$ cat config.mk
export PLATFORM = sky130hd
export DESIGN_NAME = mmu_ctrl_regs
export DESIGN_NICKNAME = d
export VERILOG_FILES = /design/src/hdl/bus_pkg.sv /design/src/hdl/mmu_pkg.sv /design/src/hdl/mmu_ctrl_regs.sv
export VERILOG_INCLUDE_DIRS = /design/src /design/src/hdl
export SDC_FILE = /design/constraint.sdc
export NUM_CORES = 1
export LEC_CHECK = 0
export ABC_AREA = 1
export BUFFER_PORTS_ARGS = -buffer_cell sky130_fd_sc_hd__clkbuf_2
export CAP_MARGIN = 40
export CORE_MARGIN = 2
export CORE_UTILIZATION = 30
export DETAILED_ROUTE_END_ITERATION = 16
export PLACE_DENSITY = 0.76
export SLEW_MARGIN = 30
export SYNTH_ARGS = -nofsm -noshare
export SYNTH_HDL_FRONTEND = slang
export SYNTH_SLANG_ARGS = --single-unit
$ cat constraint.sdc
create_clock -name clk -period 1.16 [get_ports clk]
set_input_delay 0.116 -clock clk [delete_from_list [all_inputs] [get_ports clk]]
set_output_delay 0.116 -clock clk [all_outputs]
set_load 0.005 [all_outputs]
$ cat src/hdl/mmu_cfg.svh
`ifndef MMU_CFG_SVH
`define MMU_CFG_SVH

// ========================================
// bus window decode
// ========================================

// page number (address bits 31:12) of the map RAM window
// one 4 KiB page holds 1024 word-sized entries of the access bank
`define MMU_MAP_PAGE        20'hFFDC4

// page number of the paging control register
`define MMU_PCR_PAGE        20'hFFDC5

// ========================================
// paging control register
// ========================================

// value after reset: paging off, both banks zero
`define MMU_PCR_RESET       32'h0000_0000

// enable bit, translation is active when set
`define MMU_PCR_EN_BIT      31

// low bit of the 5-bit bank used by the translation port
`define MMU_PCR_XBANK_LSB   0

// low bit of the 5-bit bank reached through the map window
`define MMU_PCR_ABANK_LSB   8

`endif

$ cat src/hdl/bus_pkg.sv
`default_nettype none

package bus_pkg;

    // ========================================
    // processor side vectors
    // ========================================

    // bus address, also the virtual address on the translation port
    typedef logic [31:0] bus_addr_t;

    // bus read and write data
    typedef logic [31:0] bus_data_t;

    // physical address leaving the translation pipeline
    typedef logic [31:0] phys_addr_t;

endpackage

`default_nettype wire

$ cat src/hdl/mmu_pkg.sv
`default_nettype none

package mmu_pkg;

    // ========================================
    // map organisation
    // ========================================

    // one of 32 independent maps
    typedef logic [4:0] map_bank_t;

    // entry within a bank, one per 64 KiB page
    // virtual bits 25:16 or bus address bits 11:2
    typedef logic [9:0] map_index_t;

    // full map RAM address, bank in the upper bits
    typedef logic [14:0] map_addr_t;

    // frame number, replaces physical bits 27:16
    typedef logic [11:0] page_frame_t;

    // byte offset inside a 64 KiB page, never translated
    typedef logic [15:0] page_offset_t;

endpackage

`default_nettype wire

$ cat src/hdl/mmu_ctrl_regs.sv
`default_nettype none

`include "mmu_cfg.svh"

module mmu_ctrl_regs
(
    input  wire                 clk,
    input  wire                 rst_n_i,
    input  wire                 bus_cyc_i,
    input  wire                 bus_stb_i,
    input  wire                 bus_we_i,
    input  bus_pkg::bus_addr_t  bus_adr_i,
    input  bus_pkg::bus_data_t  bus_dat_i,
    output logic                bus_ack_o,
    output bus_pkg::bus_data_t  bus_dat_o,
    output logic                paging_en_o,
    output mmu_pkg::map_bank_t  xlate_bank_o,
    output mmu_pkg::map_bank_t  access_bank_o
);

    localparam bus_pkg::bus_data_t PCR_RESET = `MMU_PCR_RESET;
    localparam int BANK_W = $bits(mmu_pkg::map_bank_t);

    logic               pcr_sel;
    logic               ack_q;
    logic               en_q;
    mmu_pkg::map_bank_t xbank_q;
    mmu_pkg::map_bank_t abank_q;
    bus_pkg::bus_data_t pcr_rd;

    // ========================================
    // bus decode and acknowledge
    // ========================================

    // one 4 KiB page holds the register, all offsets alias
    assign pcr_sel = bus_cyc_i & bus_stb_i & (bus_adr_i[31:12] == `MMU_PCR_PAGE);

    // ack follows select one cycle later
    always_ff @(posedge clk or negedge rst_n_i)
    begin
        if (!rst_n_i)
            ack_q <= 1'b0;
        else
            ack_q <= pcr_sel;
    end

    // drops with strobe in the same cycle
    assign bus_ack_o = pcr_sel & ack_q;

    // ========================================
    // register fields
    // ========================================

    // only the enable bit and the two bank fields are stored
    always_ff @(posedge clk or negedge rst_n_i)
    begin
        if (!rst_n_i)
        begin
            en_q    <= PCR_RESET[`MMU_PCR_EN_BIT];
            xbank_q <= PCR_RESET[`MMU_PCR_XBANK_LSB +: BANK_W];
            abank_q <= PCR_RESET[`MMU_PCR_ABANK_LSB +: BANK_W];
        end
        else if (pcr_sel && bus_we_i)
        begin
            en_q    <= bus_dat_i[`MMU_PCR_EN_BIT];
            xbank_q <= bus_dat_i[`MMU_PCR_XBANK_LSB +: BANK_W];
            abank_q <= bus_dat_i[`MMU_PCR_ABANK_LSB +: BANK_W];
        end
    end

    // readback image, unused bits stay zero
    always_comb
    begin
        pcr_rd = '0;
        pcr_rd[`MMU_PCR_EN_BIT] = en_q;
        pcr_rd[`MMU_PCR_XBANK_LSB +: BANK_W] = xbank_q;
        pcr_rd[`MMU_PCR_ABANK_LSB +: BANK_W] = abank_q;
    end

    // zero outside the ack so the top can OR both slaves
    assign bus_dat_o = bus_ack_o ? pcr_rd : '0;

    // fields go straight to the translation block
    assign paging_en_o   = en_q;
    assign xlate_bank_o  = xbank_q;
    assign access_bank_o = abank_q;

endmodule

`default_nettype wire

==> run metrics <==
outcome=complete, but fails checks; failing checks=negative setup slack; TritonCTS buffer count=3; Pwr Total=0.768 mW; Yosys top cell by area=dfrtp_1; CP max FO=7; max-cap violation count=0; via count=881; Starting Density=32.1%; hpwl dp=1750 um; Global Route Usage Sum=12.4%; sequential area share after synthesis=33.6%; filler cell count=301; Critical Path Max Stage Delay=0.38 ns; Layout Nets=254; CTS root buf=clkbuf_4; CP required=1.04 ns; IO Pins=113; complex-gate fraction of the synthesized area=0%; synth top area cells=dfrtp_1 (34%), buf_4 (19%), nand2_1 (14%); Rows=19; Final setup viols=11; Non-Filler Instances=214; register bit count reported by yosys=12; TritonCTS clock tree=done; first-pass GRT wire length=3370 um; startpoint class of the critical path=flop; Mean Syn Cell Area=7.44 um2; First-pass DRT Iterations=4; Placed Cells=210; die height=58.6 um; CP Capture Type=primary output; XOR/XNOR share of the synthesized area=0%; grt ovf=0; Multi-input gate area=443 um2; worst slack at placement=-0.0916 ns; Fin Clk Skew=0 ns; Post-Route Utilization=44.5%; DRT iter0 DRCs=6; largest family of logic cells by synthesized area=simple AND/OR/NAND/NOR gates; Die ar.=3430 um2; initial antenna violation count=0; CTS H-Tree Depth=1; Area Overhead vs Synth=38.7%; CORE AREA=2780 um2; worst-skew pair later-pin latency=0.26 ns; Ys Warns=0; simple-gate share of the synthesized area=36.8%; ANT nets after route=0; clock sink count=12; crit share post-route=104%; Port Buffer Count=58; WP buf/inv=2; routed len/inst=9.49 um; Arrival @ worst endpoint=1.09 ns; Yosys cell types=13; pwr dens=620 nW/um2; slowest CP cell=dfrtp_1; largest net degree at the start of global routing=13; max-slew violations=0; drt via density=4.12; Syn Std Cell Area=893 um2; total wire length=2030 um; Final Critical Period=1.20 ns; Die W=58.6 um; setup TNS=-0.291 ns; Peak VDD IR=355 uV; gpl congestion=0.711; Synth Area in Adders=0%; HP Class=input port to flop; CP top delay family=flip-flops; P_leak=0.713 nW; setup ws final=-0.0427 ns; worst path cell trace=nand3_4 -> buf_8 -> nor2_2 -> clkbuf_2; CP Class=flop to primary output; Fmax=831 MHz; number of global-route vias before repair=818; Fin. Hold Viols=0; diode count=0; cell count after synthesis=120; FF-to-FF setup slack=0.50 ns; register area=300 um2; layout cells sized above 1=46.4%; Post-CTS Setup Bufs=0; post-synthesis mux area share=0%; RSZ-0062 raised after global routing=yes; # DRC=0; top-area cell type share of the netlist area=33.6%; clk buf depth=2; CTS clock-pin slew for the worst setup and hold paths=0.07 ns
==> layout make-up <==
type                            instances  share of cell area (%)
Multi-Input combinational cell         86                    35.8
Timing Repair Buffer                   66                    30.2
Tap cell                               31                    3.13
Sequential cell                        12                    24.2
Inverter                               16                    4.85
Clock buffer                            3                    1.82
==> state kept, by name, indices dropped and copies added (netlist names) <==
register	count
paging_en_o	1
ack_q	1
access_bank_o	5
xlate_bank_o	5
==> kinds of logic (layout without fill, tap and decap cells) <==
logic type,count (synthesis),count (layout)
buffers and inverters,42,85
flip-flops,12,12
other,1,21
AND/OR/NAND/NOR,65,65
==> cells in the mapped netlist <==
| cell type | count |
|---|---|
| nor2_1 | 6 |
| inv_1 | 16 |
| buf_4 | 23 |
| nand3_2 | 2 |
| nor2_2 | 9 |
| nand4_1 | 12 |
| dfrtp_1 | 12 |
| buf_6 | 2 |
| or2_4 | 1 |
| nand2_1 | 33 |
| conb_1 | 1 |
| nor2_4 | 2 |
| buf_2 | 1 |
==> where the power goes <==
group          switching (mW)  internal, mW  total [mW]
combinational          0.0547        0.0539       0.109
sequential         0.00000230         0.418       0.418
clock                   0.122         0.120       0.241
total                   0.176         0.591       0.768
==> path summary, 6_finish.rpt <==
kind	startpoint	end	cells past startpoint
min in group asynchronous	rst_n_i	access_bank_o[3]	2
setup reg to reg	access_bank_o[0]	access_bank_o[0]	2
setup / recovery	ack_q	bus_dat_o[12]	4
hold reg to reg	xlate_bank_o[2]	xlate_bank_o[2]	2
max in group asynchronous	rst_n_i	paging_en_o	2
hold / removal	bus_dat_i[4]	xlate_bank_o[4]	3
==> through the flow <==
step	hold WS [ns]	area, um2
floorplan	-0.180	968
global placement	0.0105	1150
detailed placement	0.0186	1150
CTS	0.0891	1190
global route	0.0914	1240
finish	0.0919	1240
==> worst min-delay path: cells and delay by family <==
kind,cells,cell delay [ns]
buffers and inverters,1,0.08
AND/OR/NAND/NOR,2,0.13
==> placed cells by master (no fill, tap or decap), drive strengths merged <==
cell / count
nand2: 33
buf: 14
clkbuf: 54
nor2: 17
dfrtp: 12
conb: 21
nand3: 2
dlygate4sd3: 1
nand4: 12
inv: 16
or2: 1
==> layer usage <==
| metal | global-route usage, % | wire [um] | vias up |
|---|---|---|---|
| met5 | 0 | 0 | - |
| met4 | 3.90 | 24 | 0 |
| met3 | 1.32 | 154 | 2 |
| met2 | 23.9 | 1110 | 36 |
| met1 | 14.3 | 740 | 393 |
| li1 | - | - | 450 |
==> timing repair <==
action                     4_1_cts  5_1_grt
resized for setup                4       16
pin swaps                        1        1
setup endpoints to repair       12       12
hold endpoints to repair        12        0
hold buffers                     1        0
No activity file was read; power rests on OpenSTA's default activity.
